`config.mk`:
```
export PLATFORM = sky130hd
export DESIGN_NAME = branch_predictor
export DESIGN_NICKNAME = d
export VERILOG_FILES = /design/src/design/bp_pkg.sv /design/src/design/btb.sv /design/src/design/gshare.sv /design/src/design/obq.sv /design/src/design/next_pc_select.sv /design/src/design/branch_predictor.sv
export VERILOG_INCLUDE_DIRS = /design/src /design/src/design
export SDC_FILE = /design/constraint.sdc
export NUM_CORES = 1
export LEC_CHECK = 0
export ABC_AREA = 1
export BUFFER_PORTS_ARGS = -buffer_cell sky130_fd_sc_hd__buf_4
export CAP_MARGIN = 20
export CELL_PAD_IN_SITES_DETAIL_PLACEMENT = 0
export CELL_PAD_IN_SITES_GLOBAL_PLACEMENT = 2
export CORE_MARGIN = 4
export CORE_UTILIZATION = 46
export CTS_BUF_LIST = sky130_fd_sc_hd__clkbuf_2
export CTS_CLUSTER_SIZE = 10
export DETAILED_ROUTE_END_ITERATION = 12
export GPL_TIMING_DRIVEN = 0
export PLACE_DENSITY = 0.86
export SYNTH_ARGS = -nofsm -noshare
export SYNTH_HDL_FRONTEND = slang
export SYNTH_SLANG_ARGS = --single-unit
```
`constraint.sdc`:
```
create_clock -name clock -period 5 [get_ports clock]
set_input_delay 0.25 -clock clock [delete_from_list [all_inputs] [get_ports clock]]
set_output_delay 0.25 -clock clock [all_outputs]
set_load 0.01 [all_outputs]
```
`src/design/bp_cfg.svh`:
```
//~~~~~~~~~~~~~~~~~~~~~~~~~~~~~~~~~~~~~~~~~~~~~~~~~~~~~~~~~~~~~~~~~~~~
// Sizes for the predictor. BTB rows and OBQ depth must be powers of two
// BP_HIST_BITS sets PHT size, so keep it small (PHT is flops)
//~~~~~~~~~~~~~~~~~~~~~~~~~~~~~~~~~~~~~~~~~~~~~~~~~~~~~~~~~~~~~~~~~~~~
`ifndef BP_CFG_SVH
`define BP_CFG_SVH

// Direct-mapped BTB rows
`define BP_BTB_ROWS 16

// Tag bits kept per BTB row
`define BP_TAG_BITS 8

// GHR length, PHT has 2**BP_HIST_BITS counters
`define BP_HIST_BITS 6

// In-flight branch records
`define BP_OBQ_DEPTH 8

`endif

```
`src/design/bp_pkg.sv`:
```
//~~~~~~~~~~~~~~~~~~~~~~~~~~~~~~~~~~~~~~~~~~~~~~~~~~~~~~~~~~~~~~~~~~~~
// Shared types for the predictor, sized from bp_cfg.svh
//~~~~~~~~~~~~~~~~~~~~~~~~~~~~~~~~~~~~~~~~~~~~~~~~~~~~~~~~~~~~~~~~~~~~
`include "bp_cfg.svh"

package bp_pkg;

	// Byte address, instructions are word aligned
	typedef logic [31:0] addr_t;

	// BTB tag, bits above the row index
	typedef logic [`BP_TAG_BITS-1:0] btb_tag_t;

	// Global branch history, newest outcome in bit 0
	typedef logic [`BP_HIST_BITS-1:0] hist_t;

	// 2-bit saturating counter
	// 0,1 not taken  2,3 taken
	typedef logic [1:0] ctr_t;

	// OBQ slot index plus wrap bit
	// Wrap bit tells full from empty
	typedef logic [$clog2(`BP_OBQ_DEPTH):0] obq_idx_t;

endpackage

```
`src/design/btb.sv`:
```
//~~~~~~~~~~~~~~~~~~~~~~~~~~~~~~~~~~~~~~~~~~~~~~~~~~~~~~~~~~~~~~~~~~~~
// Direct-mapped BTB, combinational lookup, written only by taken retires
// Targets held as word addresses; a retire target must be word aligned
//~~~~~~~~~~~~~~~~~~~~~~~~~~~~~~~~~~~~~~~~~~~~~~~~~~~~~~~~~~~~~~~~~~~~
`include "bp_cfg.svh"

module btb import bp_pkg::*; (
	input  logic  clock,
	input  logic  reset,
	input  addr_t if_pc,            // Fetch PC to look up
	input  logic  rt_en_branch,     // Retire strobe
	input  logic  rt_branch_taken,  // Actual outcome
	input  addr_t rt_pc,            // Retiring branch PC
	input  addr_t rt_calculated_pc, // Actual target
	output addr_t target_pc,
	output logic  target_hit
);

	localparam int IDX_BITS = $clog2(`BP_BTB_ROWS);
	localparam int TAG_LO   = IDX_BITS + 2;            // Tag starts above index
	localparam int TAG_HI   = TAG_LO + `BP_TAG_BITS - 1;

	logic [`BP_BTB_ROWS-1:0] valid;                 // One per row
	btb_tag_t                tag_mem [`BP_BTB_ROWS];
	logic [29:0]             tgt_mem [`BP_BTB_ROWS]; // Word target, low 2 bits dropped

	logic [IDX_BITS-1:0] if_idx;
	btb_tag_t            if_tag;
	logic [IDX_BITS-1:0] rt_idx;
	btb_tag_t            rt_tag;
	logic                wr_en;

	// Index just above the byte offset
	assign if_idx = if_pc[IDX_BITS+1:2];
	assign if_tag = if_pc[TAG_HI:TAG_LO];
	assign rt_idx = rt_pc[IDX_BITS+1:2];
	assign rt_tag = rt_pc[TAG_HI:TAG_LO];

	// Only taken branches allocate
	assign wr_en = rt_en_branch & rt_branch_taken;

	// Lookup, hit needs valid row and matching tag
	assign target_hit = valid[if_idx] && (tag_mem[if_idx] == if_tag);
	assign target_pc  = {tgt_mem[if_idx], 2'b00};

	// Valid bits
	always_ff @(posedge clock) begin
		if (reset) begin
			valid <= '0;     // Cold BTB
		end else if (wr_en) begin
			valid[rt_idx] <= 1'b1;
		end
	end

	// Tag and target storage
	always_ff @(posedge clock) begin
		if (wr_en) begin
			tag_mem[rt_idx] <= rt_tag;                  // Overwrites any alias
			tgt_mem[rt_idx] <= rt_calculated_pc[31:2];
		end
	end

	// Low target bits are dropped on write, so they must be zero
	a_target_aligned: assert property (
		@(posedge clock) disable iff (reset)
		wr_en |-> rt_calculated_pc[1:0] == 2'b00
	) else $error("btb: taken retire with unaligned target %h", rt_calculated_pc);

endmodule

```
`src/design/gshare.sv`:
```
//~~~~~~~~~~~~~~~~~~~~~~~~~~~~~~~~~~~~~~~~~~~~~~~~~~~~~~~~~~~~~~~~~~~~
// Gshare direction predictor, speculative GHR repaired on a mispredict
// Training uses the history saved in the OBQ, not the live GHR
//~~~~~~~~~~~~~~~~~~~~~~~~~~~~~~~~~~~~~~~~~~~~~~~~~~~~~~~~~~~~~~~~~~~~
`include "bp_cfg.svh"

module gshare import bp_pkg::*; (
	input  logic  clock,
	input  logic  reset,
	input  logic  if_branch,             // Fetch is a branch
	input  addr_t if_pc,
	input  logic  rt_en_branch,          // Retire strobe
	input  logic  rt_branch_taken,
	input  logic  rt_prediction_correct,
	input  addr_t rt_pc,
	input  hist_t head_hist,             // History used when this branch was predicted
	output logic  prediction,            // 1 = taken
	output hist_t fetch_hist             // GHR before this fetch shifts it
);

	localparam int H        = `BP_HIST_BITS;
	localparam int PHT_ROWS = 1 << H;

	hist_t ghr;
	ctr_t  pht [PHT_ROWS];

	hist_t fetch_idx;
	hist_t rt_idx;
	ctr_t  rt_ctr;
	ctr_t  rt_ctr_next;
	logic  mispredict;

	// Word bits of PC hashed with history
	assign fetch_idx = if_pc[H+1:2] ^ ghr;
	assign rt_idx    = rt_pc[H+1:2] ^ head_hist;   // Same index as at predict time

	assign prediction = pht[fetch_idx][1];         // Top bit set means taken
	assign fetch_hist = ghr;

	assign mispredict = rt_en_branch & ~rt_prediction_correct;

	// Step counter toward the actual outcome
	assign rt_ctr = pht[rt_idx];
	always_comb begin
		rt_ctr_next = rt_ctr;
		if (rt_branch_taken && rt_ctr != 2'd3) begin
			rt_ctr_next = rt_ctr + 2'd1;
		end else if (!rt_branch_taken && rt_ctr != 2'd0) begin
			rt_ctr_next = rt_ctr - 2'd1;
		end
		// Saturated counters keep their value
	end

	// PHT, trained only at retire
	always_ff @(posedge clock) begin
		if (reset) begin
			for (int i = 0; i < PHT_ROWS; i++) begin
				pht[i] <= 2'd1;        // Weakly not taken
			end
		end else if (rt_en_branch) begin
			pht[rt_idx] <= rt_ctr_next;
		end
	end

	// GHR
	always_ff @(posedge clock) begin
		if (reset) begin
			ghr <= '0;
		end else if (mispredict) begin
			// Repair from saved history plus real outcome
			// Wins over a same-cycle fetch, which is wrong path anyway
			ghr <= {head_hist[H-2:0], rt_branch_taken};
		end else if (if_branch) begin
			ghr <= {ghr[H-2:0], prediction};   // Speculative shift
		end
	end

endmodule

```
`src/design/obq.sv`:
```
//~~~~~~~~~~~~~~~~~~~~~~~~~~~~~~~~~~~~~~~~~~~~~~~~~~~~~~~~~~~~~~~~~~~~
// Outstanding branch queue, in-order retire only, mispredict flushes all
// Fetch must hold off while obq_full is high
//~~~~~~~~~~~~~~~~~~~~~~~~~~~~~~~~~~~~~~~~~~~~~~~~~~~~~~~~~~~~~~~~~~~~
`include "bp_cfg.svh"

module obq import bp_pkg::*; (
	input  logic     clock,
	input  logic     reset,
	input  logic     if_branch,              // Push strobe
	input  hist_t    fetch_hist,             // History to save
	input  logic     rt_en_branch,           // Pop strobe
	input  logic     rt_prediction_correct,
	input  obq_idx_t rt_branch_index,        // Slot of the retiring branch
	output obq_idx_t push_index,             // Slot given to this fetch
	output hist_t    head_hist,
	output logic     obq_full
);

	localparam int AW = $clog2(`BP_OBQ_DEPTH);

	hist_t    hist_mem [`BP_OBQ_DEPTH];
	obq_idx_t head;            // Oldest in-flight branch
	obq_idx_t tail;            // Next free slot
	obq_idx_t head_next;
	logic     obq_empty;
	logic     mispredict;

	assign mispredict = rt_en_branch & ~rt_prediction_correct;
	assign head_next  = head + 1'b1;

	// Same slot, different lap means full
	assign obq_full  = (head[AW-1:0] == tail[AW-1:0]) && (head[AW] != tail[AW]);
	assign obq_empty = (head == tail);

	assign push_index = tail;
	assign head_hist  = hist_mem[rt_branch_index[AW-1:0]];  // Read by retire index

	// History storage
	always_ff @(posedge clock) begin
		if (if_branch) begin
			hist_mem[tail[AW-1:0]] <= fetch_hist;
		end
	end

	// Head pointer
	always_ff @(posedge clock) begin
		if (reset) begin
			head <= '0;
		end else if (rt_en_branch) begin
			head <= head_next;      // Pop on every retire
		end
	end

	// Tail pointer
	always_ff @(posedge clock) begin
		if (reset) begin
			tail <= '0;
		end else if (mispredict) begin
			// Flush younger entries, same-cycle push is dropped too
			tail <= head_next;
		end else if (if_branch) begin
			tail <= tail + 1'b1;
		end
	end

	// Fetch is expected to honour obq_full
	a_no_push_full: assert property (
		@(posedge clock) disable iff (reset)
		!(if_branch && obq_full)
	) else $error("obq: push while full");

	a_no_pop_empty: assert property (
		@(posedge clock) disable iff (reset)
		!(rt_en_branch && obq_empty)
	) else $error("obq: retire while empty");

	// Retire is in program order, so it always names the head
	a_retire_head: assert property (
		@(posedge clock) disable iff (reset)
		rt_en_branch |-> rt_branch_index == head
	) else $error("obq: retire index %0d, head %0d", rt_branch_index, head);

endmodule

```
`src/design/next_pc_select.sv`:
```
//~~~~~~~~~~~~~~~~~~~~~~~~~~~~~~~~~~~~~~~~~~~~~~~~~~~~~~~~~~~~~~~~~~~~
// Registered next PC, one cycle after the branch fetch; holds otherwise
//~~~~~~~~~~~~~~~~~~~~~~~~~~~~~~~~~~~~~~~~~~~~~~~~~~~~~~~~~~~~~~~~~~~~
module next_pc_select import bp_pkg::*; (
	input  logic     clock,
	input  logic     reset,
	input  logic     if_branch,
	input  addr_t    if_pc,
	input  logic     prediction,      // Gshare direction
	input  logic     target_hit,      // BTB has a target
	input  addr_t    target_pc,
	input  obq_idx_t push_index,
	output logic     next_pc_valid,   // One-cycle pulse
	output addr_t    next_pc,
	output obq_idx_t next_pc_index
);

	logic  use_target;
	addr_t chosen_pc;

	// Taken needs both a taken guess and a known target
	assign use_target = prediction & target_hit;
	assign chosen_pc  = use_target ? target_pc : if_pc + 32'd4;

	always_ff @(posedge clock) begin
		if (reset) begin
			next_pc_valid <= 1'b0;
			next_pc       <= '0;
			next_pc_index <= '0;
		end else begin
			next_pc_valid <= if_branch;      // Pulse follows the strobe
			if (if_branch) begin
				next_pc       <= chosen_pc;
				next_pc_index <= push_index;   // Tag for retire
			end
		end
	end

endmodule

```
`src/design/branch_predictor.sv`:
```
//~~~~~~~~~~~~~~~~~~~~~~~~~~~~~~~~~~~~~~~~~~~~~~~~~~~~~~~~~~~~~~~~~~~~
// Fetch-stage predictor top: BTB, gshare, OBQ and next-PC register
// Retires must come in order and carry the index given with next_pc
//~~~~~~~~~~~~~~~~~~~~~~~~~~~~~~~~~~~~~~~~~~~~~~~~~~~~~~~~~~~~~~~~~~~~
module branch_predictor import bp_pkg::*; (
	input  logic     clock,
	input  logic     reset,
	// Fetch side
	input  logic     if_branch,
	input  addr_t    if_pc,
	// Retire side
	input  logic     rt_en_branch,
	input  logic     rt_branch_taken,
	input  logic     rt_prediction_correct,
	input  addr_t    rt_pc,
	input  addr_t    rt_calculated_pc,
	input  obq_idx_t rt_branch_index,
	// Prediction out
	output logic     next_pc_valid,
	output addr_t    next_pc,
	output obq_idx_t next_pc_index,
	output logic     obq_full
);

	addr_t    target_pc;
	logic     target_hit;
	logic     prediction;
	hist_t    fetch_hist;   // GHR before shift
	hist_t    head_hist;    // Saved history of retiring branch
	obq_idx_t push_index;

	btb u_btb (
		.clock            (clock),
		.reset            (reset),
		.if_pc            (if_pc),
		.rt_en_branch     (rt_en_branch),
		.rt_branch_taken  (rt_branch_taken),
		.rt_pc            (rt_pc),
		.rt_calculated_pc (rt_calculated_pc),
		.target_pc        (target_pc),
		.target_hit       (target_hit)
	);

	gshare u_gshare (
		.clock                 (clock),
		.reset                 (reset),
		.if_branch             (if_branch),
		.if_pc                 (if_pc),
		.rt_en_branch          (rt_en_branch),
		.rt_branch_taken       (rt_branch_taken),
		.rt_prediction_correct (rt_prediction_correct),
		.rt_pc                 (rt_pc),
		.head_hist             (head_hist),
		.prediction            (prediction),
		.fetch_hist            (fetch_hist)
	);

	obq u_obq (
		.clock                 (clock),
		.reset                 (reset),
		.if_branch             (if_branch),
		.fetch_hist            (fetch_hist),
		.rt_en_branch          (rt_en_branch),
		.rt_prediction_correct (rt_prediction_correct),
		.rt_branch_index       (rt_branch_index),
		.push_index            (push_index),
		.head_hist             (head_hist),
		.obq_full              (obq_full)
	);

	next_pc_select u_next_pc_select (
		.clock         (clock),
		.reset         (reset),
		.if_branch     (if_branch),
		.if_pc         (if_pc),
		.prediction    (prediction),
		.target_hit    (target_hit),
		.target_pc     (target_pc),
		.push_index    (push_index),
		.next_pc_valid (next_pc_valid),
		.next_pc       (next_pc),
		.next_pc_index (next_pc_index)
	);

endmodule

```
==> results_dict.tcl <==
set metrics [dict create \
    cts_setup_buffers 0 \
    clk_pin_slew_ps 110 \
    layout-drive-gt1-share 0.142 \
    fmax_mhz 214 \
    synth.cell_area_um2 36900 \
    synthArstFlopShare 0 \
    io_pins 144 \
    period_share 0.936 \
    start_util 0.466 \
    yosysUniqueCellTypes 44 \
    powerDensity_nw_per_um2 328 \
    hp-class "input pin to flop" \
    synth_fp_nets 3510 \
    ys_seq_area_frac 0.674 \
    ys_seq_elements 851 \
    clock_sinks 851 \
    slowest_delay_ps 640 \
    routed-via-count 29500 \
    ys.flop_type "edfxtp_1" \
    synth_edf_count 784 \
    crit_type "flop to flop" \
    chipWidth_um 291 \
    synth_top_area_frac 0.638 \
    crit_family "buffers and inverters" \
    rrSetupSlack_ps 320 \
    critPathMaxFanout 11 \
    regArea_um2 24900 \
    path_common_cell "nor2_1" \
    finalHoldViolCount 0 \
    nets 4093 \
    drv_slew 0 \
    cp.arrival_ps 5970 \
    clockRootBuffer "clkbuf_2" \
    cp.required_ps 6290 \
    cp-end-kind "flop" \
    via_per_inst 5.67 \
    dpl.hpwl_um 84800 \
    wl_per_cell_um 24.2 \
    finClkSkew_ps 130 \
    total_leakage_power_nw 15.8 \
    rsz0062_at_grt "false" \
    grt_max_degree 27 \
    synth_area_leaders "edfxtp_1, nor2_1, o21ai_0" \
    clk_latency_ps 1450 \
    multi_input_area_um2 10300 \
    path_buf_inv 5 \
    num_rows 103 \
    die_h_um 291 \
    path_cells "xor2_2, inv_1, buf_2, o211ai_1, o21ai_0, o211ai_1, nand3_1, nand3_1, nand2_1, nand2_2, inv_2, nor2_1, dlygate4sd3_1, nor2_1, dlygate4sd3_1, nor2_1" \
    core-area_um2 79300 \
    start_kind "flop" \
    totalWireLength_um 126000 \
    synth_cells 3399 \
    totalPowerFinal_w 0.0144 \
    timing.hold.ws_ps 192 \
    status "completed" \
    avgSynthCellArea_um2 10.9 \
    tightest_slew_ps 1090 \
    drtIter0Drc 3459 \
    first_global_vias 28800 \
    grt_usage 0.291 \
    cts_max_level 4 \
    clockBufferDepth 3 \
    cts_tree "built" \
    antenna_found_initial 5 \
    vdd.ir_drop.worst_v 0.000189 \
    cpMaxStageDelayCell "dfxtp_1" \
    syn_to_final_growth_pct 19.2 \
    drtPass1Iterations 6 \
    setup_viol 0 \
    die_area_um2 84800 \
    port_buffers 117 \
    place_congestion 0.902 \
    max_cap_viol_count 0 \
    numCtsBuffers 210 \
    yosysWarnings 0 \
    relSlewSlack 0.274 \
    grt_overflow 0 \
    drc 0 \
    ant_nets 0 \
    min_period_ps 4680 \
    fillCellCount 6966 \
    grt_pass1_wl_um 184000 \
    synth.largest_area_cell "edfxtp_1" \
]
[cell families (layout without fill, tap and decap cells)]
| group | count (synthesis) | count (layout) | share of synthesized area |
|---|---|---|---|
| compound gates | 727 | 727 | 0.115 |
| simple gates | 1355 | 1355 | 0.148 |
| xor+xnor | 46 | 46 | 0.0115 |
| other cells | 0 | 5 | 0 |
| fa+ha+maj | 5 | 5 | 0.00170 |
| flops | 851 | 851 | 0.674 |
| buf+inv | 415 | 1157 | 0.0493 |
[sequential cells by signal (all words and copies together) (netlist names), 6 cells and up]
| register | count |
|---|---|
| u_next_pc_select.next_pc | 32 |
| u_gshare.pht | 128 |
| u_btb.tag_mem | 128 |
| u_btb.valid | 16 |
| u_obq.hist_mem | 48 |
| u_btb.tgt_mem | 480 |
| u_gshare.fetch_hist | 6 |
[through the flow]
stage          TNS, ps  utilization  setup WS (ps)  area (um^2)  std cells
2_1_floorplan        0            -           2010        36900       3399
3_3_place_gp     -1510        0.493          -49.0        39100       4566
3_5_place_dp         0        0.502            686        39800       4591
4_1_cts              0        0.555           90.2        44000       5191
5_1_grt              0        0.555            132        44000       5193
6_report             0        0.555            319        44000       5196
[layer usage]
metal	GRT usage	wire (um)	share of wire	up-vias
li1	-	-	-	13300
met1	0.397	51300	0.41	14400
met2	0.464	58600	0.47	1536
met3	0.0580	11500	0.092	268
met4	0.111	4470	0.035	2
met5	0	10	0.000079	-
[path summary, 6_finish.rpt]
check	from	end	depth (start not counted)
max	u_gshare.fetch_hist[1]	u_next_pc_select.next_pc[31]	16
min	rt_branch_index[1]	u_gshare.fetch_hist[2]	6
max reg2reg	u_gshare.fetch_hist[1]	u_next_pc_select.next_pc[31]	16
min reg2reg	u_next_pc_select.next_pc[0]	u_next_pc_select.next_pc[0]	2
[timing repair]
| item | CTS | global route |
|---|---|---|
| gates resized for setup | 0 | 1 |
| endpoints found under the hold margin | 1523 | 0 |
| setup endpoints to repair | 0 | 4 |
| hold buffers | 229 | 0 |
[area by class of cell]
class / count / area share
inverters: 211 / 0.0180
diodes: 5 / 0.000284
plain buffers: 204 / 0.0234
repair buffers: 371 / 0.0851
clock buffers: 299 / 0.0340
multi-input cells: 2133 / 0.235
well taps: 1050 / 0.0299
clock inverters: 72 / 0.00896
flip-flops and latches: 851 / 0.566
[cells in the final DEF (no fill, tap or decap), types with 10 or more instances in the layout]
master         count
edfxtp_1         784
nor2_1           678
nand2_1          435
o21ai_0          399
clkbuf_2         299
dlygate4sd3_1    229
inv_1            204
nand3_1          182
buf_4            122
clkbuf_1         122
o22ai_1           98
dfxtp_1           67
clkinv_1          54
buf_2             44
a21oi_1           44
o21ai_1           39
o221ai_1          37
o211ai_1          31
xor2_1            30
buf_6             25
nor2_4            18
a31oi_1           18
a221oi_1          17
o21a_1            16
a32o_1            15
buf_12            14
xnor2_1           12
nand2_2           10
buf_16            10
[cells in the mapped netlist (25+ instances only)]
cell type and instances:
nor2_1 694, dfxtp_1 67, nand2_1 435, o211ai_1 31, o21ai_0 399, buf_2 44, o22ai_1 98, inv_1 204
clkbuf_1 122, o221ai_1 37, edfxtp_1 784, o21ai_1 39, a21oi_1 44, xor2_1 30, buf_6 25, nand3_1 182
[report_power, final]
part           internal (W)  switching, W
Clock               0.00172       0.00288
Sequential          0.00788     0.0000720
Combinational      0.000586       0.00128
Total                0.0102       0.00423
[tightest hold or removal path, stage by stage]
cell and delay (ps):
dlygate4sd3_1 540, buf_4 150, nand3_1 80, nand3_1 290, nand3_1 120, a31oi_1 140
No activity file was read; power rests on OpenSTA's default activity.
